[src/sensor_emu_settings.svh]
`ifndef SENSOR_EMU_SETTINGS_SVH
`define SENSOR_EMU_SETTINGS_SVH

// horizontal segments, pixel clocks
`define H_SYNC        4
`define H_BACK        4
`define H_ACTIVE      16
`define H_FRONT       4
`define H_TOTAL       (`H_SYNC + `H_BACK + `H_ACTIVE + `H_FRONT)   // 28 clocks per line

// vertical segments, lines
`define V_SYNC        2
`define V_BACK        1
`define V_ACTIVE      8
`define V_FRONT       1
`define V_TOTAL       (`V_SYNC + `V_BACK + `V_ACTIVE + `V_FRONT)   // 12 lines per frame

`define WARMUP_CYCLES 16                  // idle clocks before first line
`define PIX_W         10                  // raw pixel width
`define FRAME_CNT_W   16
`define BAR_WIDTH     (`H_ACTIVE / 4)     // four colour bars
`define COL_W         $clog2(`H_ACTIVE)
`define ROW_W         $clog2(`V_ACTIVE)

// register map
`define ADDR_CTRL     4'h0
`define ADDR_SOLID    4'h4
`define ADDR_STATUS   4'h8

`endif

[src/sensor_emu_pkg.sv]
package sensor_emu_pkg;

    // test pattern select, code 3 falls back to bars
    typedef enum logic [1:0] {
        PAT_BARS  = 2'd0,
        PAT_SOLID = 2'd1,
        PAT_RAMP  = 2'd2
    } pattern_mode_e;

    // raster sequencer states
    typedef enum logic [1:0] {
        RST_IDLE   = 2'd0,   // waiting for enable
        RST_WARMUP = 2'd1,   // start-up delay
        RST_RUN    = 2'd2    // counting pixels and lines
    } raster_state_e;

    // axi4-lite response codes
    typedef enum logic [1:0] {
        RESP_OKAY   = 2'b00,
        RESP_SLVERR = 2'b10
    } axi_resp_e;

endpackage

[src/raster_if.sv]
`timescale 1ns/100ps
`include "sensor_emu_settings.svh"

// raster position and strobes, timing generator to pattern generator
interface raster_if;

    logic [`COL_W-1:0] col;     // active column, only meaningful while active
    logic [`ROW_W-1:0] row;     // active row
    logic              fv;      // frame valid
    logic              lv;      // line valid
    logic              active;  // pixel enable condition

    modport src (
        output col, row, fv, lv, active
    );

    modport dst (
        input col, row, fv, lv, active
    );

endinterface

[src/cfg_regs.sv]
`timescale 1ns/100ps
`include "sensor_emu_settings.svh"

module cfg_regs (
    input  logic                          clk,
    input  logic                          reset_n,
    // write address / data / response
    input  logic [3:0]                    awaddr,
    input  logic                          awvalid,
    output logic                          awready,
    input  logic [31:0]                   wdata,
    input  logic [3:0]                    wstrb,      // not decoded, whole word writes
    input  logic                          wvalid,
    output logic                          wready,
    output sensor_emu_pkg::axi_resp_e     bresp,
    output logic                          bvalid,
    input  logic                          bready,
    // read address / data
    input  logic [3:0]                    araddr,
    input  logic                          arvalid,
    output logic                          arready,
    output logic [31:0]                   rdata,
    output sensor_emu_pkg::axi_resp_e     rresp,
    output logic                          rvalid,
    input  logic                          rready,
    // datapath side
    input  logic [`FRAME_CNT_W-1:0]       frame_count,
    output logic                          enable,
    output sensor_emu_pkg::pattern_mode_e mode,
    output logic [`PIX_W-1:0]             solid_level
);

    logic wr_fire;  // aw and w handshake this cycle
    logic rd_fire;  // ar handshake this cycle

    assign wr_fire = awvalid && awready && wvalid && wready;
    assign rd_fire = arvalid && arready;

    // write channel, one transaction outstanding
    always_ff @(posedge clk) begin
        if (!reset_n) begin
            awready     <= 1'b0;
            wready      <= 1'b0;
            bvalid      <= 1'b0;
            enable      <= 1'b0;
            mode        <= sensor_emu_pkg::PAT_BARS;
            solid_level <= '0;
        end else begin
            awready <= 1'b0;    // single cycle pulse
            wready  <= 1'b0;
            if (awvalid && wvalid && !awready && !bvalid) begin
                awready <= 1'b1;
                wready  <= 1'b1;
            end

            if (wr_fire) begin
                bvalid <= 1'b1;
                case (awaddr)
                    `ADDR_CTRL: begin
                        enable <= wdata[0];
                        mode   <= sensor_emu_pkg::pattern_mode_e'(wdata[2:1]);
                    end
                    `ADDR_SOLID: solid_level <= wdata[`PIX_W-1:0];
                    default: ;  // status and holes left untouched
                endcase
            end else if (bvalid && bready) begin
                bvalid <= 1'b0; // response taken
            end
        end
    end

    // write response code, follows the accepted address
    always_ff @(posedge clk) begin
        if (wr_fire) begin
            if (awaddr == `ADDR_CTRL || awaddr == `ADDR_SOLID)
                bresp <= sensor_emu_pkg::RESP_OKAY;
            else
                bresp <= sensor_emu_pkg::RESP_SLVERR; // status is read only
        end
    end

    // read channel handshake
    always_ff @(posedge clk) begin
        if (!reset_n) begin
            arready <= 1'b0;
            rvalid  <= 1'b0;
        end else begin
            arready <= arvalid && !arready && !rvalid;  // pulse, none pending
            if (rd_fire)
                rvalid <= 1'b1;
            else if (rvalid && rready)
                rvalid <= 1'b0;
        end
    end

    // read data mux, registered on the ar handshake
    always_ff @(posedge clk) begin
        if (rd_fire) begin
            rresp <= sensor_emu_pkg::RESP_OKAY;
            case (araddr)
                `ADDR_CTRL:   rdata <= {29'd0, mode, enable};
                `ADDR_SOLID:  rdata <= 32'(solid_level);
                `ADDR_STATUS: rdata <= 32'(frame_count);   // live count
                default: begin
                    rdata <= 32'd0;
                    rresp <= sensor_emu_pkg::RESP_SLVERR;
                end
            endcase
        end
    end

endmodule

[src/raster_timing.sv]
`timescale 1ns/100ps
`include "sensor_emu_settings.svh"

module raster_timing (
    input  logic                    clk,
    input  logic                    reset_n,
    input  logic                    enable,
    output logic [`FRAME_CNT_W-1:0] frame_count,
    raster_if.src                   raster
);

    localparam int X_W    = $clog2(`H_TOTAL);
    localparam int Y_W    = $clog2(`V_TOTAL);
    localparam int WARM_W = $clog2(`WARMUP_CYCLES);
    localparam int COL_W  = `COL_W;
    localparam int ROW_W  = `ROW_W;
    localparam int H_ACT0 = `H_SYNC + `H_BACK;  // first active column in x
    localparam int V_ACT0 = `V_SYNC + `V_BACK;  // first active row in y

    sensor_emu_pkg::raster_state_e state;
    logic [WARM_W-1:0] warm_cnt;
    logic [X_W-1:0]    x;
    logic [Y_W-1:0]    y;
    logic              line_end;
    logic              frame_end;
    logic              running;
    logic              act_row;   // y inside the active lines

    assign running   = (state == sensor_emu_pkg::RST_RUN);
    assign line_end  = (x == X_W'(`H_TOTAL - 1));
    assign frame_end = line_end && (y == Y_W'(`V_TOTAL - 1));
    assign act_row   = (y >= V_ACT0) && (y < V_ACT0 + `V_ACTIVE);

    // sequencer and counters
    always_ff @(posedge clk) begin
        if (!reset_n) begin
            state       <= sensor_emu_pkg::RST_IDLE;
            warm_cnt    <= '0;
            x           <= '0;
            y           <= '0;
            frame_count <= '0;
        end else begin
            case (state)
                sensor_emu_pkg::RST_IDLE: begin
                    warm_cnt <= '0;
                    if (enable)
                        state <= sensor_emu_pkg::RST_WARMUP;
                end
                sensor_emu_pkg::RST_WARMUP: begin
                    warm_cnt <= warm_cnt + 1'b1;
                    if (warm_cnt == WARM_W'(`WARMUP_CYCLES - 1)) begin
                        state <= sensor_emu_pkg::RST_RUN;
                        x     <= '0;    // start at top left
                        y     <= '0;
                    end
                end
                sensor_emu_pkg::RST_RUN: begin
                    if (!line_end) begin
                        x <= x + 1'b1;
                    end else begin
                        x <= '0;
                        y <= frame_end ? '0 : y + 1'b1;
                    end
                    if (frame_end) begin
                        frame_count <= frame_count + 1'b1;
                        if (!enable)
                            state <= sensor_emu_pkg::RST_IDLE;  // stop only at frame boundary
                    end
                end
                default: state <= sensor_emu_pkg::RST_IDLE;
            endcase
        end
    end

    // strobes, one cycle behind the counters
    always_ff @(posedge clk) begin
        if (!reset_n) begin
            raster.fv     <= 1'b0;
            raster.lv     <= 1'b0;
            raster.active <= 1'b0;
        end else begin
            raster.fv     <= running && (y >= `V_SYNC);
            raster.lv     <= running && act_row && (x >= `H_SYNC);
            raster.active <= running && act_row && (x >= H_ACT0) && (x < H_ACT0 + `H_ACTIVE);
        end
    end

    // active coordinates, wrap outside the window and are ignored there
    always_ff @(posedge clk) begin
        raster.col <= COL_W'(x - X_W'(H_ACT0));
        raster.row <= ROW_W'(y - Y_W'(V_ACT0));
    end

endmodule

[src/bayer_pattern.sv]
`timescale 1ns/100ps
`include "sensor_emu_settings.svh"

module bayer_pattern (
    input  logic                          clk,
    input  logic                          reset_n,
    input  sensor_emu_pkg::pattern_mode_e mode,
    input  logic [`PIX_W-1:0]             solid_level,
    raster_if.dst                         raster,
    output logic                          fv,
    output logic                          lv,
    output logic                          pix_en,
    output logic [`PIX_W-1:0]             pix_data
);

    localparam logic [`PIX_W-1:0] FULL = '1;  // 0x3ff

    logic [1:0]        bar;         // colour bar index
    logic              site_r;
    logic              site_gr;
    logic              site_gb;
    logic              site_b;
    logic              bar_on;      // site lit in the current bar
    logic [`PIX_W-1:0] pix_val;

    assign bar = 2'(raster.col / `BAR_WIDTH);

    // rggb phase from row and column parity
    always_comb begin
        site_r  =  raster.row[0] &&  raster.col[0];
        site_gr =  raster.row[0] && !raster.col[0];
        site_gb = !raster.row[0] &&  raster.col[0];
        site_b  = !raster.row[0] && !raster.col[0];
    end

    always_comb begin
        case (bar)
            2'd0:    bar_on = 1'b1;                 // white
            2'd1:    bar_on = site_r || site_b;     // magenta
            2'd2:    bar_on = site_gr || site_gb;   // green
            default: bar_on = site_r || site_gr;    // odd rows only
        endcase
    end

    always_comb begin
        case (mode)
            sensor_emu_pkg::PAT_SOLID: pix_val = solid_level;
            sensor_emu_pkg::PAT_RAMP:  pix_val = `PIX_W'(raster.col) << 6;   // col * 64
            default:                   pix_val = bar_on ? FULL : '0;        // bars, also code 3
        endcase
    end

    // output stage, strobes re-registered to line up with data
    always_ff @(posedge clk) begin
        if (!reset_n) begin
            fv       <= 1'b0;
            lv       <= 1'b0;
            pix_en   <= 1'b0;
            pix_data <= '0;
        end else begin
            fv       <= raster.fv;
            lv       <= raster.lv;
            pix_en   <= raster.active;
            pix_data <= raster.active ? pix_val : '0;  // blank outside active
        end
    end

endmodule

[src/sensor_emu_top.sv]
`timescale 1ns/100ps
`include "sensor_emu_settings.svh"

module sensor_emu_top (
    input  logic              clk,
    input  logic              reset_n,
    // axi4-lite slave
    input  logic [3:0]        awaddr,
    input  logic              awvalid,
    output logic              awready,
    input  logic [31:0]       wdata,
    input  logic [3:0]        wstrb,
    input  logic              wvalid,
    output logic              wready,
    output logic [1:0]        bresp,
    output logic              bvalid,
    input  logic              bready,
    input  logic [3:0]        araddr,
    input  logic              arvalid,
    output logic              arready,
    output logic [31:0]       rdata,
    output logic [1:0]        rresp,
    output logic              rvalid,
    input  logic              rready,
    // raw video out
    output logic              fv,
    output logic              lv,
    output logic              pix_en,
    output logic [`PIX_W-1:0] pix_data
);

    logic                          enable;
    sensor_emu_pkg::pattern_mode_e mode;
    logic [`PIX_W-1:0]             solid_level;
    logic [`FRAME_CNT_W-1:0]       frame_count;

    raster_if raster_bus ();    // timing to pattern

    cfg_regs cfg_regs_i (
        .clk, .reset_n,
        .awaddr, .awvalid, .awready, .wdata, .wstrb, .wvalid, .wready,
        .bresp, .bvalid, .bready,
        .araddr, .arvalid, .arready, .rdata, .rresp, .rvalid, .rready,
        .frame_count, .enable, .mode, .solid_level
    );

    raster_timing raster_timing_i (
        .clk, .reset_n, .enable, .frame_count,
        .raster (raster_bus.src)
    );

    bayer_pattern bayer_pattern_i (
        .clk, .reset_n, .mode, .solid_level,
        .raster (raster_bus.dst),
        .fv, .lv, .pix_en, .pix_data
    );

endmodule

[config.mk]
export PLATFORM = sky130hd
export DESIGN_NAME = sensor_emu_top
export DESIGN_NICKNAME = d
export VERILOG_FILES = /design/src/sensor_emu_pkg.sv /design/src/raster_if.sv /design/src/cfg_regs.sv /design/src/raster_timing.sv /design/src/bayer_pattern.sv /design/src/sensor_emu_top.sv
export VERILOG_INCLUDE_DIRS = /design/src /design/src/src
export SDC_FILE = /design/constraint.sdc
export NUM_CORES = 1
export LEC_CHECK = 0
export BUFFER_PORTS_ARGS = -buffer_cell sky130_fd_sc_hd__clkbuf_2
export CAP_MARGIN = 5
export CORE_ASPECT_RATIO = 2
export CORE_MARGIN = 4
export CORE_UTILIZATION = 47
export DETAILED_ROUTE_END_ITERATION = 8
export HOLD_SLACK_MARGIN = 0.12
export PLACE_DENSITY_LB_ADDON = 0.1
export SYNTH_ARGS = -nofsm -noshare
export SYNTH_HDL_FRONTEND = slang
export SYNTH_SLANG_ARGS = --single-unit
[constraint.sdc]
create_clock -name clk -period 1.9 [get_ports clk]
set_input_delay 0.38 -clock clk [delete_from_list [all_inputs] [get_ports clk]]
set_output_delay 0.38 -clock clk [all_outputs]
set_load 0.01 [all_outputs]
==> metrics.txt <==
# TYPE chip_impl_metric gauge
chip_impl_metric{name="detail_route.wl_per_cell",unit="um"} 14.53
chip_impl_info{name="yosys_most_used_dff",value="dfxtp_1"} 1
chip_impl_metric{name="antenna_violations_before_repair",unit=""} 0
chip_impl_metric{name="max_fo_critical_path",unit=""} 9
chip_impl_info{name="cts_tree",value="done"} 1
chip_impl_info{name="cts.root.buffer_cell",value="clkbuf_16"} 1
chip_impl_metric{name="floorplan.die_area",unit="um^2"} 9963
chip_impl_metric{name="pd_cells",unit="nW/um^2"} 801.1
chip_impl_metric{name="postSynthCellCount",unit=""} 401
chip_impl_metric{name="firstDrtPassIters",unit=""} 6
chip_impl_metric{name="netlist_area",unit="um^2"} 3924
chip_impl_metric{name="postSynthRegisterBits",unit=""} 87
chip_impl_metric{name="net-switching-power",unit="mW"} 0.7880
chip_impl_metric{name="synth_top_cell_area_share",unit="%"} 35.20
chip_impl_metric{name="grt_overflow",unit=""} 0
chip_impl_metric{name="timing.critical_path.required",unit="ps"} 2160
chip_impl_metric{name="hpwl",unit="um"} 6544
chip_impl_metric{name="cts.clk_slew.worst_paths",unit="ps"} 60
chip_impl_metric{name="tightest_slew",unit="ps"} 562.2
chip_impl_metric{name="maximum_clock_skew_at_final_layout",unit="ps"} 2.933
chip_impl_metric{name="finalSetupTns",unit="ps"} 0
chip_impl_metric{name="grt_start_max_net_pins",unit=""} 25
chip_impl_metric{name="gpl.final_weighted_congestion",unit=""} 0.8217
chip_impl_metric{name="io_pins",unit=""} 105
chip_impl_info{name="top_post_synthesis_cells_by_area",value="dfxtp_1 35%, edfxtp_1 14%, mux2i_1 5.1%"} 1
chip_impl_metric{name="final_layout_size_suffix_gt1_share",unit="%"} 22.47
chip_impl_metric{name="cp.arrival",unit="ps"} 2040
chip_impl_info{name="synth.cells.most_frequent",value="69 x dfxtp_1, 36 x a21oi_1, 35 x nor2_1, 21 x inv_1"} 1
chip_impl_metric{name="power.share.combinational",unit="%"} 5.2
chip_impl_metric{name="synthArstFlopShare",unit="%"} 0
chip_impl_metric{name="design.final.nets",unit=""} 546
chip_impl_metric{name="totalWireLength",unit="um"} 8441
chip_impl_metric{name="cell_internal_pwr",unit="mW"} 2.969
chip_impl_metric{name="h_tree_levels",unit=""} 3
chip_impl_metric{name="post-route-drc-count",unit=""} 0
chip_impl_metric{name="die_x",unit="um"} 72.61
chip_impl_metric{name="synth_edf_count",unit=""} 18
chip_impl_metric{name="clock_tree.buffer_depth",unit=""} 2
chip_impl_info{name="grt_setup_unrepaired",value="false"} 1
chip_impl_info{name="startpoint",value="raster_timing_i.y[0]$_SDFFE_PN0P_"} 1
chip_impl_info{name="worstReg2RegStart",value="raster_timing_i.y[0]$_SDFFE_PN0P_"} 1
chip_impl_metric{name="share_clk_of_total_power",unit="%"} 44.1
chip_impl_metric{name="synth.distinct_cells",unit=""} 48
chip_impl_info{name="run_status",value="finished clean"} 1
chip_impl_metric{name="final-hold-violation-count",unit=""} 0
chip_impl_metric{name="slew_headroom",unit="%"} 61.99
chip_impl_metric{name="synth_sequential_area_ratio",unit="%"} 48.98
chip_impl_metric{name="grt_use_total",unit="%"} 17.90
chip_impl_metric{name="antennaDiodeCount",unit=""} 0
chip_impl_info{name="cp-start-kind",value="flop"} 1
chip_impl_metric{name="layout_worst_path_cycle_share",unit="%"} 93.50
chip_impl_metric{name="die_height",unit="um"} 137.2
chip_impl_metric{name="cap_violations",unit=""} 0
chip_impl_metric{name="global_route_wire_length_before_repair",unit="um"} 13590
chip_impl_metric{name="vias",unit=""} 3077
chip_impl_info{name="hold_start",value="arvalid"} 1
chip_impl_info{name="timing.hold.worst.class",value="input pin to flop"} 1
chip_impl_metric{name="core-area",unit="um^2"} 8058
chip_impl_metric{name="final.min_clock_period",unit="ps"} 1777
chip_impl_metric{name="maximum_vdd_ir_drop",unit="mV"} 0.4383
chip_impl_metric{name="initial_util",unit="%"} 48.70
chip_impl_metric{name="fmax",unit="GHz"} 0.5629
chip_impl_metric{name="syn-mean-instance-area",unit="um^2"} 9.785
chip_impl_metric{name="num_rows",unit=""} 46
chip_impl_metric{name="final_ant_viol_nets",unit=""} 0
chip_impl_metric{name="cts_made_buffers",unit=""} 9
chip_impl_metric{name="via_per_inst",unit=""} 5.296
chip_impl_metric{name="clk_latency",unit="ps"} 330
chip_impl_metric{name="timing.final.max_slew_violations",unit=""} 0
chip_impl_info{name="synth_top_cell_by_area",value="dfxtp_1"} 1
chip_impl_info{name="worstSetupEndpointType",value="flop"} 1
chip_impl_metric{name="clock_sink_count",unit=""} 87
chip_impl_metric{name="grt_pass1_vias",unit=""} 2883
chip_impl_metric{name="sw_frac_of_total",unit="%"} 20.98
chip_impl_metric{name="syn_to_final_growth",unit="%"} 19.52
chip_impl_metric{name="totalPowerFinal",unit="mW"} 3.757
chip_impl_info{name="most_frequently_used_cell_type_in_the_post_synthesis_netlist",value="dfxtp_1"} 1
chip_impl_metric{name="placement.io_buffers",unit=""} 60
chip_impl_metric{name="seq_power_share",unit="%"} 50.7
chip_impl_info{name="critPathKind",value="flop to flop"} 1
chip_impl_metric{name="leakagePower",unit="nW"} 1.973
chip_impl_metric{name="initialDrtViolationCount",unit=""} 128
chip_impl_metric{name="utilization",unit="%"} 58.20
chip_impl_metric{name="ys.warnings.count",unit=""} 0
chip_impl_metric{name="setup_viol",unit=""} 0
-- kinds of logic (layout without fill, tap and decap cells) --
group | after synthesis | count (layout) | share of synthesized area, %
simple gates | 137 | 137 | 19.04
flops | 87 | 87 | 48.98
compound gates | 74 | 74 | 12.09
buf+inv | 58 | 125 | 7.908
mux | 20 | 20 | 5.102
fa+ha+maj | 15 | 15 | 4.783
xor+xnor | 9 | 9 | 2.009
other cells | 1 | 18 | 0.09557
-- layout make-up --
type	instances	area (um^2)
well taps	96	120.1
inverters	21	78.83
clock buffers	14	275.3
clock inverters	2	12.51
repair buffers	88	520.5
multi-input cells	273	1760
fillers	748	3368
flip-flops and latches	87	1922
-- sequential cells by signal, indices dropped and copies added (netlist names), 2 cells and up --
register	count
cfg_regs_i.rdata	16
raster_timing_i.frame_count	16
bayer_pattern_i.pix_data	10
cfg_regs_i.solid_level	10
raster_timing_i.x	5
raster_timing_i.raster.col	4
raster_timing_i.warm_cnt	4
raster_timing_i.y	4
cfg_regs_i.mode	2
raster_timing_i.state	2
-- worst paths after layout --
path                                                  endpoint  slack (ps)  depth (start not counted)
setup / recovery  raster_timing_i.frame_count[14]$_SDFFE_PN0P_         120                          5
hold / removal                   cfg_regs_i.arready$_SDFF_PN0_         260                          3
setup reg to reg  raster_timing_i.frame_count[14]$_SDFFE_PN0P_         120                          5
hold reg to reg                  cfg_regs_i.arready$_SDFF_PN0_         430                          1
-- cell usage in the layout (no fill, tap or decap), types with 7 or more instances in the layout --
master / instances
mux2i_1: 20
nand3_1: 15
inv_1: 21
a22o_1: 7
nor2_1: 35
conb_1: 18
clkbuf_16: 10
buf_4: 26
nor3_1: 8
or4_1: 10
clkbuf_2: 61
edfxtp_1: 18
xnor2_1: 7
nand4_1: 7
ha_1: 14
and2_1: 11
dfxtp_1: 69
nand2_1: 20
a21oi_1: 36
o31ai_1: 12
-- stage by stage --
step	cell area (um^2)	worst slack, ps	cells	hold WS (ps)
after floorplan	3988	128.8	418	368.2
after global placement	4384	-8.556	563	414.0
after detailed placement	4384	-69.77	563	423.4
after CTS	4672	1.695	579	252.9
after global routing	4690	4.816	581	268.7
final	4690	123.5	581	261.4
-- layer usage --
metal  wire [um]  global-route usage (%)  vias to the layer above
met5           0                       0                        -
met3         308                   2.776                       18
met1        3013                   17.22                     1456
li1            -                       -                     1543
met4         286                   10.99                        0
met2        4832                   34.05                       60
-- power by group through the flow --
stage | Combinational [mW] | Sequential, mW | Clock, mW
after floorplan | 0.135 | 1.95 | 0
after global placement | 0.191 | 1.94 | 0
after detailed placement | 0.194 | 1.95 | 0
after CTS | 0.194 | 1.90 | 1.71
after global routing | 0.218 | 1.90 | 1.78
final | 0.194 | 1.90 | 1.66
-- repair_timing --
item | 4_1_cts | 5_1_grt
buffers inserted | 0 | 1
hold buffers | 0 | 0
gates resized for setup | 0 | 3
endpoints found under the setup margin | 0 | 11
-- worst max-delay path: stages (launching register included) --
cell     delay, ps
dfxtp_1        400
ha_1           210
and3b_2        300
nand3_1        150
or4_1          500
a21oi_1        150
(Power assumes the default switching activity.)
